`config.mk`:
```
export PLATFORM = sky130hd
export DESIGN_NAME = cpu_core
export DESIGN_NICKNAME = d
export VERILOG_FILES = /design/src/cpu_pkg.sv /design/src/reg_file.sv /design/src/fetch_stage.sv /design/src/decode_stage.sv /design/src/execute_stage.sv /design/src/cpu_core.sv
export SDC_FILE = /design/constraint.sdc
export NUM_CORES = 2
export LEC_CHECK = 0
export ABC_AREA = 0
export BUFFER_PORTS_ARGS = -buffer_cell sky130_fd_sc_hd__buf_2
export CAP_MARGIN = 20
export CORE_MARGIN = 1
export CORE_UTILIZATION = 39
export DETAILED_ROUTE_END_ITERATION = 12
export SYNTH_ARGS = -nofsm -noshare
export SYNTH_HDL_FRONTEND = slang
export SYNTH_SLANG_ARGS = --single-unit
```
`constraint.sdc`:
```
create_clock -name clk -period 11.4 [get_ports clk]
set_clock_uncertainty 0.15 [all_clocks]
set_input_delay 0 -clock clk [delete_from_list [all_inputs] [get_ports clk]]
set_output_delay 0 -clock clk [all_outputs]
set_load 0.02 [all_outputs]
```
`src/cpu_pkg.sv`:
```
// pipeline core shared definitions
package cpu_pkg;

	// datapath sizes
	localparam int xlen       = 32; // data and address width
	localparam int reg_addr_w = 5;  // register index width

	// major opcodes
	localparam logic [5:0] op_rtype = 6'b000000; // alu register ops
	localparam logic [5:0] op_addi  = 6'b001000;
	localparam logic [5:0] op_beq   = 6'b000100;

	// r-type function field
	localparam logic [5:0] fn_add = 6'd32;
	localparam logic [5:0] fn_sub = 6'd34;
	localparam logic [5:0] fn_and = 6'd36;
	localparam logic [5:0] fn_or  = 6'd37;
	localparam logic [5:0] fn_nor = 6'd39;
	localparam logic [5:0] fn_slt = 6'd42; // signed compare

	// operation class, decode to execute
	localparam logic [1:0] aluop_add   = 2'b00; // addi
	localparam logic [1:0] aluop_sub   = 2'b01; // beq compare
	localparam logic [1:0] aluop_funct = 2'b10; // look at funct

	// alu control codes
	localparam logic [3:0] alu_and = 4'd0;
	localparam logic [3:0] alu_or  = 4'd1;
	localparam logic [3:0] alu_add = 4'd2;
	localparam logic [3:0] alu_sub = 4'd6;
	localparam logic [3:0] alu_slt = 4'd7;
	localparam logic [3:0] alu_nor = 4'd12;

	// one instruction word, read as r-format or i-format
	typedef union packed {
		struct packed {
			logic [5:0]            opcode;
			logic [reg_addr_w-1:0] rs;
			logic [reg_addr_w-1:0] rt;
			logic [reg_addr_w-1:0] rd;    // destination, r-type
			logic [4:0]            shamt; // unused by this core
			logic [5:0]            funct;
		} r;
		struct packed {
			logic [5:0]            opcode;
			logic [reg_addr_w-1:0] rs;
			logic [reg_addr_w-1:0] rt;    // destination for addi
			logic [15:0]           imm;   // signed immediate or branch offset
		} i;
	} instr_t;

endpackage

```
`src/reg_file.sv`:
```
// integer register file
`timescale 1ns/100ps

module reg_file (
	input  logic        clk,
	input  logic        rst,
	input  logic [4:0]  i_rs,    // read port a
	input  logic [4:0]  i_rt,    // read port b
	input  logic        i_we,    // retire strobe from writeback
	input  logic [4:0]  i_wreg,
	input  logic [31:0] i_wdata,
	output logic [31:0] o_rs_data,
	output logic [31:0] o_rt_data
);

	logic [31:0] regs [32]; // r0 slot kept at zero

	// one read port, write-through when the writeback hits the same register
	function automatic logic [31:0] read_port(input logic [4:0] addr);
		logic [31:0] val;
		if (addr == 5'd0)
			val = '0; // hard zero
		else if (i_we && (addr == i_wreg))
			val = i_wdata; // same-cycle bypass
		else
			val = regs[addr];
		return val;
	endfunction

	// write port
	always_ff @(posedge clk)
	begin
		if (!rst)
		begin
			for (int i = 0; i < 32; i++)
				regs[i] <= '0;
		end
		else if (i_we && (i_wreg != 5'd0))
			regs[i_wreg] <= i_wdata; // r0 ignores writes
	end

	always_comb
	begin
		o_rs_data = read_port(i_rs);
		o_rt_data = read_port(i_rt);
	end

endmodule

```
`src/fetch_stage.sv`:
```
// instruction fetch stage
`timescale 1ns/100ps

module fetch_stage #(
	parameter int imem_depth = 64 // instruction words, power of two
) (
	input  logic                              clk,
	input  logic                              rst,
	input  logic                              i_stall,
	input  logic                              i_branch_taken,  // redirect from execute
	input  logic [cpu_pkg::xlen-1:0]          i_branch_target,
	input  logic                              i_imem_we,       // program load strobe
	input  logic [$clog2(imem_depth)-1:0]     i_imem_addr,     // word index
	input  cpu_pkg::instr_t                   i_imem_data,
	output cpu_pkg::instr_t                   o_instr,
	output logic [cpu_pkg::xlen-1:0]          o_pc_next,
	output logic                              o_valid
);
	import cpu_pkg::*;

	localparam int idx_w = $clog2(imem_depth); // word index bits

	instr_t          imem [imem_depth]; // instruction store
	logic [xlen-1:0] pc;
	logic [xlen-1:0] pc_plus4;
	logic [xlen-1:0] pc_sel;
	instr_t          fetched;

	assign pc_plus4 = pc + 'd4;
	assign pc_sel   = i_branch_taken ? i_branch_target : pc_plus4; // taken beq wins
	assign fetched  = imem[pc[idx_w+1:2]]; // byte pc to word index, upper bits wrap

	// load port, works while the core is stalled
	always_ff @(posedge clk)
	begin
		if (i_imem_we)
			imem[i_imem_addr] <= i_imem_data;
	end

	// program counter
	always_ff @(posedge clk)
	begin
		if (!rst)
			pc <= '0; // start at word 0
		else if (!i_stall)
			pc <= pc_sel;
	end

	// if/id valid bit
	always_ff @(posedge clk)
	begin
		if (!rst)
			o_valid <= 1'b0;
		else if (!i_stall)
			o_valid <= !i_branch_taken; // squash the slot behind a taken branch
	end

	// if/id payload
	always_ff @(posedge clk)
	begin
		if (!i_stall)
		begin
			o_instr   <= fetched;
			o_pc_next <= pc_plus4; // branch base is pc plus 4
		end
	end

endmodule

```
`src/decode_stage.sv`:
```
// instruction decode stage
`timescale 1ns/100ps

module decode_stage (
	input  logic                              clk,
	input  logic                              rst,
	input  logic                              i_stall,
	input  logic                              i_flush,    // taken branch in execute
	input  cpu_pkg::instr_t                   i_instr,
	input  logic [cpu_pkg::xlen-1:0]          i_pc_next,
	input  logic                              i_valid,
	input  logic                              i_we,       // register file write port
	input  logic [cpu_pkg::reg_addr_w-1:0]    i_wreg,
	input  logic [cpu_pkg::xlen-1:0]          i_wdata,
	output logic [cpu_pkg::xlen-1:0]          o_rs_val,
	output logic [cpu_pkg::xlen-1:0]          o_rt_val,
	output logic [cpu_pkg::xlen-1:0]          o_imm,
	output logic [cpu_pkg::reg_addr_w-1:0]    o_dest,
	output logic                              o_regwrite,
	output logic                              o_alusrc,
	output logic                              o_branch,
	output logic [1:0]                        o_aluop,
	output logic [5:0]                        o_funct,
	output logic [cpu_pkg::xlen-1:0]          o_pc_next,
	output logic                              o_valid
);
	import cpu_pkg::*;

	logic [xlen-1:0]       rs_data;
	logic [xlen-1:0]       rt_data;
	logic [xlen-1:0]       imm_ext;
	logic [reg_addr_w-1:0] dest;
	logic                  regdst;   // rd instead of rt
	logic                  alusrc;   // immediate as operand b
	logic                  regwrite;
	logic                  branch;
	logic [1:0]            aluop;

	reg_file reg_file_inst (
		.clk       (clk),
		.rst       (rst),
		.i_rs      (i_instr.r.rs),
		.i_rt      (i_instr.r.rt),
		.i_we      (i_we),
		.i_wreg    (i_wreg),
		.i_wdata   (i_wdata),
		.o_rs_data (rs_data),
		.o_rt_data (rt_data)
	);

	// main control
	always_comb
	begin
		regdst   = 1'b0;
		alusrc   = 1'b0;
		regwrite = 1'b0;
		branch   = 1'b0;
		aluop    = aluop_add;
		case (i_instr.r.opcode)
			op_rtype:
			begin
				regdst   = 1'b1;
				regwrite = 1'b1;
				aluop    = aluop_funct;
			end
			op_addi:
			begin
				alusrc   = 1'b1;
				regwrite = 1'b1;
			end
			op_beq:
			begin
				branch = 1'b1;
				aluop  = aluop_sub; // equal when difference is zero
			end
			default: regwrite = 1'b0; // anything else runs as a nop
		endcase
	end

	assign imm_ext = {{(xlen-16){i_instr.i.imm[15]}}, i_instr.i.imm}; // copy bit 15 up
	assign dest    = regdst ? i_instr.r.rd : i_instr.i.rt;

	// id/ex control
	always_ff @(posedge clk)
	begin
		if (!rst)
		begin
			o_valid    <= 1'b0;
			o_regwrite <= 1'b0;
			o_branch   <= 1'b0;
			o_alusrc   <= 1'b0;
			o_aluop    <= aluop_add;
		end
		else if (!i_stall)
		begin
			o_valid    <= i_valid && !i_flush; // second squashed slot
			o_regwrite <= regwrite;
			o_branch   <= branch;
			o_alusrc   <= alusrc;
			o_aluop    <= aluop;
		end
	end

	// id/ex payload
	always_ff @(posedge clk)
	begin
		if (!i_stall)
		begin
			o_rs_val  <= rs_data;
			o_rt_val  <= rt_data;
			o_imm     <= imm_ext;
			o_dest    <= dest;
			o_funct   <= i_instr.r.funct;
			o_pc_next <= i_pc_next;
		end
	end

endmodule

```
`src/execute_stage.sv`:
```
// execute stage with writeback register
`timescale 1ns/100ps

module execute_stage (
	input  logic                              clk,
	input  logic                              rst,
	input  logic                              i_stall,
	input  logic [cpu_pkg::xlen-1:0]          i_rs_val,
	input  logic [cpu_pkg::xlen-1:0]          i_rt_val,
	input  logic [cpu_pkg::xlen-1:0]          i_imm,
	input  logic [cpu_pkg::reg_addr_w-1:0]    i_dest,
	input  logic                              i_regwrite,
	input  logic                              i_alusrc,
	input  logic                              i_branch,
	input  logic [1:0]                        i_aluop,
	input  logic [5:0]                        i_funct,
	input  logic [cpu_pkg::xlen-1:0]          i_pc_next,
	input  logic                              i_valid,
	output logic                              o_branch_taken, // redirect and flush
	output logic [cpu_pkg::xlen-1:0]          o_branch_target,
	output logic                              o_we,           // retire strobe
	output logic [cpu_pkg::reg_addr_w-1:0]    o_wreg,
	output logic [cpu_pkg::xlen-1:0]          o_wdata
);
	import cpu_pkg::*;

	logic [3:0]      alu_ctrl;
	logic [xlen-1:0] alu_b;
	logic [xlen-1:0] alu_res;
	logic            we_q; // held while stalled

	// alu control
	always_comb
	begin
		case (i_aluop)
			aluop_add: alu_ctrl = alu_add;
			aluop_sub: alu_ctrl = alu_sub;
			default:
			begin
				case (i_funct)
					fn_add:  alu_ctrl = alu_add;
					fn_sub:  alu_ctrl = alu_sub;
					fn_and:  alu_ctrl = alu_and;
					fn_or:   alu_ctrl = alu_or;
					fn_nor:  alu_ctrl = alu_nor;
					fn_slt:  alu_ctrl = alu_slt;
					default: alu_ctrl = 4'hf; // no op, result zero
				endcase
			end
		endcase
	end

	assign alu_b = i_alusrc ? i_imm : i_rt_val;

	always_comb
	begin
		case (alu_ctrl)
			alu_and: alu_res = i_rs_val & alu_b;
			alu_or:  alu_res = i_rs_val | alu_b;
			alu_add: alu_res = i_rs_val + alu_b;
			alu_sub: alu_res = i_rs_val - alu_b;
			alu_slt: alu_res = ($signed(i_rs_val) < $signed(alu_b)) ? 'd1 : '0;
			alu_nor: alu_res = ~(i_rs_val | alu_b);
			default: alu_res = '0;
		endcase
	end

	// beq resolves here
	assign o_branch_taken  = i_valid && i_branch && (alu_res == '0);
	assign o_branch_target = i_pc_next + {i_imm[xlen-3:0], 2'b00}; // word offset

	// writeback control
	always_ff @(posedge clk)
	begin
		if (!rst)
			we_q <= 1'b0;
		else if (!i_stall)
			we_q <= i_valid && i_regwrite && (i_dest != '0); // r0 never retires
	end

	// writeback payload
	always_ff @(posedge clk)
	begin
		if (!i_stall)
		begin
			o_wreg  <= i_dest;
			o_wdata <= alu_res;
		end
	end

	assign o_we = we_q && !i_stall; // retire once, on the first unstalled cycle

endmodule

```
`src/cpu_core.sv`:
```
// three stage integer pipeline top
`timescale 1ns/100ps

module cpu_core #(
	parameter int imem_depth = 64 // instruction words
) (
	input  logic                              clk,
	input  logic                              rst,
	input  logic                              i_stall,     // freezes every stage
	input  logic                              i_imem_we,
	input  logic [$clog2(imem_depth)-1:0]     i_imem_addr,
	input  cpu_pkg::instr_t                   i_imem_data,
	output logic                              o_wb_valid,  // one pulse per retired write
	output logic [cpu_pkg::reg_addr_w-1:0]    o_wb_reg,
	output logic [cpu_pkg::xlen-1:0]          o_wb_data
);
	import cpu_pkg::*;

	// fetch to decode
	instr_t                f_instr;
	logic [xlen-1:0]       f_pc_next;
	logic                  f_valid;

	// decode to execute
	logic [xlen-1:0]       d_rs_val;
	logic [xlen-1:0]       d_rt_val;
	logic [xlen-1:0]       d_imm;
	logic [reg_addr_w-1:0] d_dest;
	logic                  d_regwrite;
	logic                  d_alusrc;
	logic                  d_branch;
	logic [1:0]            d_aluop;
	logic [5:0]            d_funct;
	logic [xlen-1:0]       d_pc_next;
	logic                  d_valid;

	// execute back to fetch and decode
	logic                  x_taken;
	logic [xlen-1:0]       x_target;

	fetch_stage #(
		.imem_depth (imem_depth)
	) fetch_stage_inst (
		.clk             (clk),
		.rst             (rst),
		.i_stall         (i_stall),
		.i_branch_taken  (x_taken),
		.i_branch_target (x_target),
		.i_imem_we       (i_imem_we),
		.i_imem_addr     (i_imem_addr),
		.i_imem_data     (i_imem_data),
		.o_instr         (f_instr),
		.o_pc_next       (f_pc_next),
		.o_valid         (f_valid)
	);

	decode_stage decode_stage_inst (
		.clk        (clk),
		.rst        (rst),
		.i_stall    (i_stall),
		.i_flush    (x_taken),
		.i_instr    (f_instr),
		.i_pc_next  (f_pc_next),
		.i_valid    (f_valid),
		.i_we       (o_wb_valid), // writeback register drives the write port
		.i_wreg     (o_wb_reg),
		.i_wdata    (o_wb_data),
		.o_rs_val   (d_rs_val),
		.o_rt_val   (d_rt_val),
		.o_imm      (d_imm),
		.o_dest     (d_dest),
		.o_regwrite (d_regwrite),
		.o_alusrc   (d_alusrc),
		.o_branch   (d_branch),
		.o_aluop    (d_aluop),
		.o_funct    (d_funct),
		.o_pc_next  (d_pc_next),
		.o_valid    (d_valid)
	);

	execute_stage execute_stage_inst (
		.clk             (clk),
		.rst             (rst),
		.i_stall         (i_stall),
		.i_rs_val        (d_rs_val),
		.i_rt_val        (d_rt_val),
		.i_imm           (d_imm),
		.i_dest          (d_dest),
		.i_regwrite      (d_regwrite),
		.i_alusrc        (d_alusrc),
		.i_branch        (d_branch),
		.i_aluop         (d_aluop),
		.i_funct         (d_funct),
		.i_pc_next       (d_pc_next),
		.i_valid         (d_valid),
		.o_branch_taken  (x_taken),
		.o_branch_target (x_target),
		.o_we            (o_wb_valid),
		.o_wreg          (o_wb_reg),
		.o_wdata         (o_wb_data)
	);

endmodule

```
== Word-level counts from Yosys, hierarchy flattened ==
Memory sizes are Yosys's and may differ from the RTL's. A register that Yosys moved wholly into a read port is not among the register bits.
Index checks and enable logic that the tools add are counted.

* Memories: 2
* Input bits: 42
* Memory bits (writable): 3072
* Output and inout bits: 38
* Bits in registers: 232
* Logic and storage cells: 88

* Mux-type cells: 23
* Magnitude comparators: 1
* $add $sub $neg: 4
* Bitwise gates (word level): 3
* Eq/ne operators: 16
* Reduce and logical (&&, ||, !) cells: 22

{| class="wikitable"
|+ Memory list
! memory !! words !! bits a word !! read ports !! clocked after memory_dff !! wr ports !! line !! RTL
|-
| fetch_stage_inst.imem || 64 || 32 || 1 || 1 || 1 || fetch_stage.sv:23 || <nowiki>instr_t imem [imem_depth];</nowiki>
|-
| decode_stage_inst.reg_file_inst.regs || 32 || 32 || 2 || 0 || 32 || reg_file.sv:16 || <nowiki>logic [31:0] regs [32];</nowiki>
|}

{| class="wikitable"
|+ Operator list
! kind !! number
|-
| $pmux 32 s6 || 1
|-
| $mux 32 || 5
|-
| $add 32x32->32 || 2
|-
| $eq 6x6->1 const B || 6
|-
| $add 32x3->32 const B || 1
|-
| $and 32x32->32 || 1
|-
| $logic_not 32->1 || 1
|-
| $lt 32x32->1 || 1
|-
| $not 32->32 || 1
|-
| $or 32x32->32 || 1
|-
| $reduce_or 32->1 || 1
|-
| $sub 32x32->32 || 1
|-
| $pmux 4 s6 || 1
|-
| $mux 1 || 12
|-
| $eq 5x5->1 || 2
|-
| $logic_not 5->1 || 2
|-
| $mux 5 || 2
|-
| $reduce_bool 5->1 || 2
|-
| $logic_and 1x1->1 || 9
|-
| $eq 4x3->1 const B || 2
|-
| $pmux 4 s2 || 1
|-
| $eq 6x3->1 const B || 1
|-
| $eq 6x4->1 const B || 1
|-
| $logic_not 6->1 || 1
|-
| other kinds (9) || 11
|}

== Longest topological paths before layout ==
* Depth after elaboration: 9
* Depth in mapped cells: 21
* Gate-level depth less buffers: 17

== Hierarchy ==
A second synthesis with hierarchy kept.

* Cell total of the unflattened synthesis: 8773
* Area, all modules: 149303.2 sq um

{| class="wikitable"
|+ By module, submodules not included
! module !! instances !! sequential area each (sq um) !! cells an instance !! area an instance (sq um)
|-
| fetch_stage || 1 || 64081.5 || 3757 || 82240.1
|-
| reg_file || 1 || 30749.5 || 3744 || 54700.0
|-
| execute_stage || 1 || 1131.1 || 1101 || 8344.3
|-
| decode_stage || 1 || 3633.5 || 171 || 4018.9
|}

== Worst setup path before layout ==
OpenSTA, ideal clock, no wires.

* Path kind: reg-to-reg
* Start: register decode_stage_inst.o_funct[0]
* End: register fetch_stage_inst.pc[2]
* Path buffers: 3
* Period minus slack after synthesis: 5.413 ns
* Arrival time: 5.100 ns
* Path slack: 5.987 ns
* Setup time: 0.163 ns
* Stages on the path, launching flop included: 21
* Cells stage by stage: edfxtp_1 buf_2 buf_1 clkbuf_1 mux2i_1 inv_1 ha_1 inv_1 fa_1 o21ba_2 o211ai_2 a31oi_2 o41a_1 a21boi_0 o2bb2ai_1 mux2_4 a221oi_2 nand2_1 or4_4 or2_2 a311oi_1

* Cells in the longest elaborated chain, start to end: 8
* Elaborated cells on any way between the ends: 18
* Those cells by class: eq/ne (11); mux (4); reduce/logical (3)

{| class="wikitable"
|+ RTL lines
! item !! line !! RTL
|-
| start: declaration || decode_stage.sv:23 || <nowiki>output logic [5:0] o_funct,</nowiki>
|-
| start signal: assignment || decode_stage.sv:113 || <nowiki>o_funct <= i_instr.r.funct;</nowiki>
|-
| $eq 6x6->1 || execute_stage.sv:40 || <nowiki>case (i_funct)</nowiki>
|-
| $pmux 4 s6 * || execute_stage.sv:40 ||
|-
| $pmux 4 s2 * || execute_stage.sv:35 || <nowiki>case (i_aluop)</nowiki>
|-
| $eq 4x4->1, or another cell as far along || execute_stage.sv:57 || <nowiki>case (alu_ctrl)</nowiki>
|-
| $pmux 32 s6 * || execute_stage.sv:57 ||
|-
| $logic_not 32->1 * || execute_stage.sv:69 || <nowiki>assign o_branch_taken = i_valid && i_branch && (alu_res == '0);</nowiki>
|-
| $logic_and 1x1->1 * || execute_stage.sv:69 ||
|-
| $mux 32 * || fetch_stage.sv:30 || <nowiki>assign pc_sel = i_branch_taken ? i_branch_target : pc_plus4;</nowiki>
|-
| end signal: assignment || fetch_stage.sv:46 || <nowiki>pc <= pc_sel;</nowiki>
|-
| end: declaration || fetch_stage.sv:24 || <nowiki>logic [xlen-1:0] pc;</nowiki>
|}

Mark *: on every way between the ends. The rest lies on a longest branch, timed or not.
A chain may end at the register's enable or synchronous reset.

== Worst setup path in the final report ==
* Start: register decode_stage_inst.o_alusrc
* End: register fetch_stage_inst.pc[5]

* Cells in the longest elaborated chain, start to end: 7
* Elaborated cells on any way between the ends: 12
* Those cells by class: add/sub (2); order compare (1); mux (4); bitwise (3); reduce/logical (2)

{| class="wikitable"
|+ RTL lines
! item !! line !! RTL
|-
| start: declaration || decode_stage.sv:20 || <nowiki>output logic o_alusrc,</nowiki>
|-
| start signal: assignment || decode_stage.sv:99 || <nowiki>o_alusrc <= alusrc;</nowiki>
|-
| $mux 32 * || execute_stage.sv:53 || <nowiki>assign alu_b = i_alusrc ? i_imm : i_rt_val;</nowiki>
|-
| $lt 32x32->1 / $or 32x32->32 (equally long branches) || execute_stage.sv:62, execute_stage.sv:59, execute_stage.sv:63 ||
|-
| $mux 1 / $not 32->32 (equally long branches) || execute_stage.sv:62, execute_stage.sv:63 ||
|-
| $pmux 32 s6 * || execute_stage.sv:57 ||
|-
| $logic_not 32->1 * || execute_stage.sv:69 ||
|-
| $logic_and 1x1->1 * || execute_stage.sv:69 ||
|-
| $mux 32 * || fetch_stage.sv:30 ||
|}

Marks and branches as above.

==> qor.yml <==
sta:
  whs_ps: 36.9
  worstMarginPinSlew_ps: 1180
  rsz0062_at_grt: "no"
  min_period_ps: 6580
  finalSetupViolCount: 0
  fin_crit_sh: 0.577
  fmax_ghz: 0.152
  drv_slew: 0
  slew_headroom: 0.212
  final-hold-violation-count: 0
  fin_setup_tns_ps: 0
clock_tree:
  cts_htree_levels: 5
  postCtsSetupRepairBufs: 0
  cts_max_path_buffers: 4
  cts_buffers: 348
  tritoncts: "done"
  clock-root-buffer: "clkbuf_16"
  cts_sinks: 3251
  clkLatencyLatePin_ps: 980
  path_clk_slew_ps: 60
cells_and_area:
  mostFrequentLayoutCell: "edfxtp_1"
  drive_above_1_share: 0.278
  area_growth_pct: 13.6
  final.fill_count: 31400
  layout_common_cells: "edfxtp_1 (3238), mux4_2 (1240), and2_1 (967)"
  area.sequential_um2: 97500
  multiInputGateArea_um2: 45500
  nets: 8040
status:
  status: "complete, no violations"
grt:
  grt_max_degree: 136
  grt-ovfl-total: 0
  first_global_vias: 80300
  grt_pass1_wl_um: 610000
  antenna_found_initial: 26
  grtUsageTotal: 0.230
yosys:
  synth_top_family_by_area: "multiplexers"
  synth_top_cell_by_area: "edfxtp_1"
  yosysUniqueCellTypes: 102
  yosys.area_share.xor_xnor: 0.00254
  synth_flop_cell: "edfxtp_1"
  synth_fa_ha_area_frac: 0.0102
  yosys_warnings: 0
  ys_seq_area_frac: 0.674
  async_flop_share: 0
  synth_top_area_frac: 0.672
  synth_edf_count: 3238
  postSynthAreaPerCell_um2: 18.8
  syn_area_um2: 145000
  synthSimpleGateAreaFrac: 0.0616
  yosys_register_bits: 3251
  synth.area.mux_share: 0.207
  synth_cells: 7707
  synth_area_leaders: "edfxtp_1 (67%), mux4_2 (19%), and2_1 (4.2%)"
  synth-compound-area-share: 0.0252
placed_design:
  hpwlAfterDp_um: 242000
  gp_congestion: 0.837
  portBuffers: 79
detailed_routing:
  drtPass1Iterations: 8
  viasPerCell: 5.95
  vias: 78200
  detail-route-antenna-nets: 0
  wl_um: 435000
  wl_per_cell_um: 33.1
  drt-initial-drc-count: 9816
  drc: 0
power_and_ir_drop:
  p_per_area_nw_per_um2: 178
  peakVddDrop_mv: 0.146
  p_leak_nw: 53.7
  report.power.total_w: 0.0292
worst_setup_path:
  crit_required_ps: 12110
  cp-end-kind: "flip-flop"
  crit_start: "decode_stage_inst.o_alusrc"
  crit_type: "flip-flop to flip-flop"
  cp-start-kind: "flip-flop"
  r2r_start: "decode_stage_inst.o_alusrc"
  cp.arrival_ps: 7290
  crit_fanout: 17
die:
  io_pins: 80
  start_util: 0.392
  core_area_um2: 369000
  die_height_um: 611
  die_area_um2: 374000
  num_rows: 223
  chipWidth_um: 611
worst_hold_path:
  worstHoldStart: "i_imem_data[18]"
  hold_path_class: "input pin to flip-flop"
run:
  cap_violations: 0
[Yosys cell counts (10+ instances only)]
cell type	instances
o21a_1	12
mux4_2	1240
mux2i_1	160
nand2b_1	27
nand4_1	10
inv_1	137
nor2b_1	17
a21oi_1	145
nor3_1	28
xnor2_1	26
clkbuf_1	464
and3_1	40
o31ai_1	13
nand2_1	126
dfxtp_1	13
a221oi_1	23
a211oi_1	39
nand3_1	32
nor2_1	253
o21ai_0	97
buf_1	114
o21bai_1	15
buf_2	11
o211ai_1	21
ha_1	113
and2_1	967
nor4_1	20
xor2_1	16
o22ai_1	39
edfxtp_1	3238
mux2_2	32
a21o_1	18
a221o_1	11
or3_1	10
o221ai_1	15
[what timing repair did]
| action | 4_1_cts | 5_1_grt |
|---|---|---|
| hold buffers | 47 | 10 |
| gates resized for setup | 0 | 0 |
| endpoints found under the hold margin | 2296 | 143 |
[critical path: stages, from the launching register on]
cell and delay, ps:
dfxtp_1 330, buf_4 330, and2_1 720, a21oi_1 180
ha_1 600, inv_1 220, nand2_1 220, and4b_1 230
o41ai_1 140, o21ai_0 390, o21ai_1 360, o21ai_0 190
and3_1 210, nor4_1 350, nand4bb_1 570, or2_2 550
a211oi_1 190, dlygate4sd3_1 580
[routing by layer]
| metal | GRT usage | up-vias | part of all wire |
|---|---|---|---|
| met5 | 0 | - | 0.000078 |
| met2 | 0.380 | 3794 | 0.49 |
| met1 | 0.310 | 42000 | 0.39 |
| met4 | 0.0873 | 4 | 0.042 |
| met3 | 0.0338 | 763 | 0.078 |
| li1 | - | 31600 | - |
[layout make-up]
class,instances,area share
well taps,4950,0.0377
repair buffers,397,0.0221
multi-input cells,3743,0.277
clock inverters,205,0.0108
clock buffers,428,0.0558
diodes,15,0.000228
inverters,141,0.00327
flip-flops and latches,3251,0.593
[stage by stage]
step	area (µm²)	setup WS, ps	util	cells
2_1_floorplan	145000	5990	-	7738
3_3_place_gp	152000	5610	0.412	12400
3_5_place_dp	152000	5480	0.413	12400
4_1_cts	164000	5000	0.444	13100
5_1_grt	164000	4420	0.445	13100
6_report	164000	4820	0.445	13100
[logic make-up after synthesis]
family / after synthesis
simple gates: 1577
buf+inv: 744
xor+xnor: 42
fa+ha+maj: 116
flops: 3251
mux: 1433
compound gates: 543
other cells: 1
[power by group]
group / internal, W / switching (W)
Clock: 0.00623 / 0.00477
Sequential: 0.0135 / 0.000246
Combinational: 0.00168 / 0.00280
[sequential cells by signal, summed over array words and instances, names as in the netlist]
| register | count |
|---|---|
| decode_stage_inst.o_aluop | 2 |
| decode_stage_inst.o_alusrc | 1 |
| decode_stage_inst.o_dest | 5 |
| decode_stage_inst.o_funct | 5 |
| decode_stage_inst.o_imm | 11 |
| decode_stage_inst.o_pc_next | 6 |
| decode_stage_inst.o_regwrite | 1 |
| decode_stage_inst.o_rs_val | 32 |
| decode_stage_inst.o_rt_val | 32 |
| decode_stage_inst.o_valid | 1 |
| decode_stage_inst.reg_file_inst.regs | 1024 |
| execute_stage_inst.o_wdata | 32 |
| execute_stage_inst.o_wreg | 5 |
| execute_stage_inst.we_q | 1 |
| fetch_stage_inst.imem | 2048 |
| fetch_stage_inst.o_instr | 32 |
| fetch_stage_inst.o_pc_next | 6 |
| fetch_stage_inst.o_valid | 1 |
| fetch_stage_inst.pc | 6 |
[path summary, 6_finish.rpt]
| kind | end | slack [ps] | depth (start not counted) |
|---|---|---|---|
| worst max register to register | fetch_stage_inst.pc[5] | 4820 | 17 |
| worst min-delay path | fetch_stage_inst.imem[54][18] | 40 | 2 |
| worst min register to register | decode_stage_inst.o_imm[9] | 240 | 0 |
| worst max-delay path | fetch_stage_inst.pc[5] | 4820 | 17 |
No activity file was read; power rests on OpenSTA's default activity.
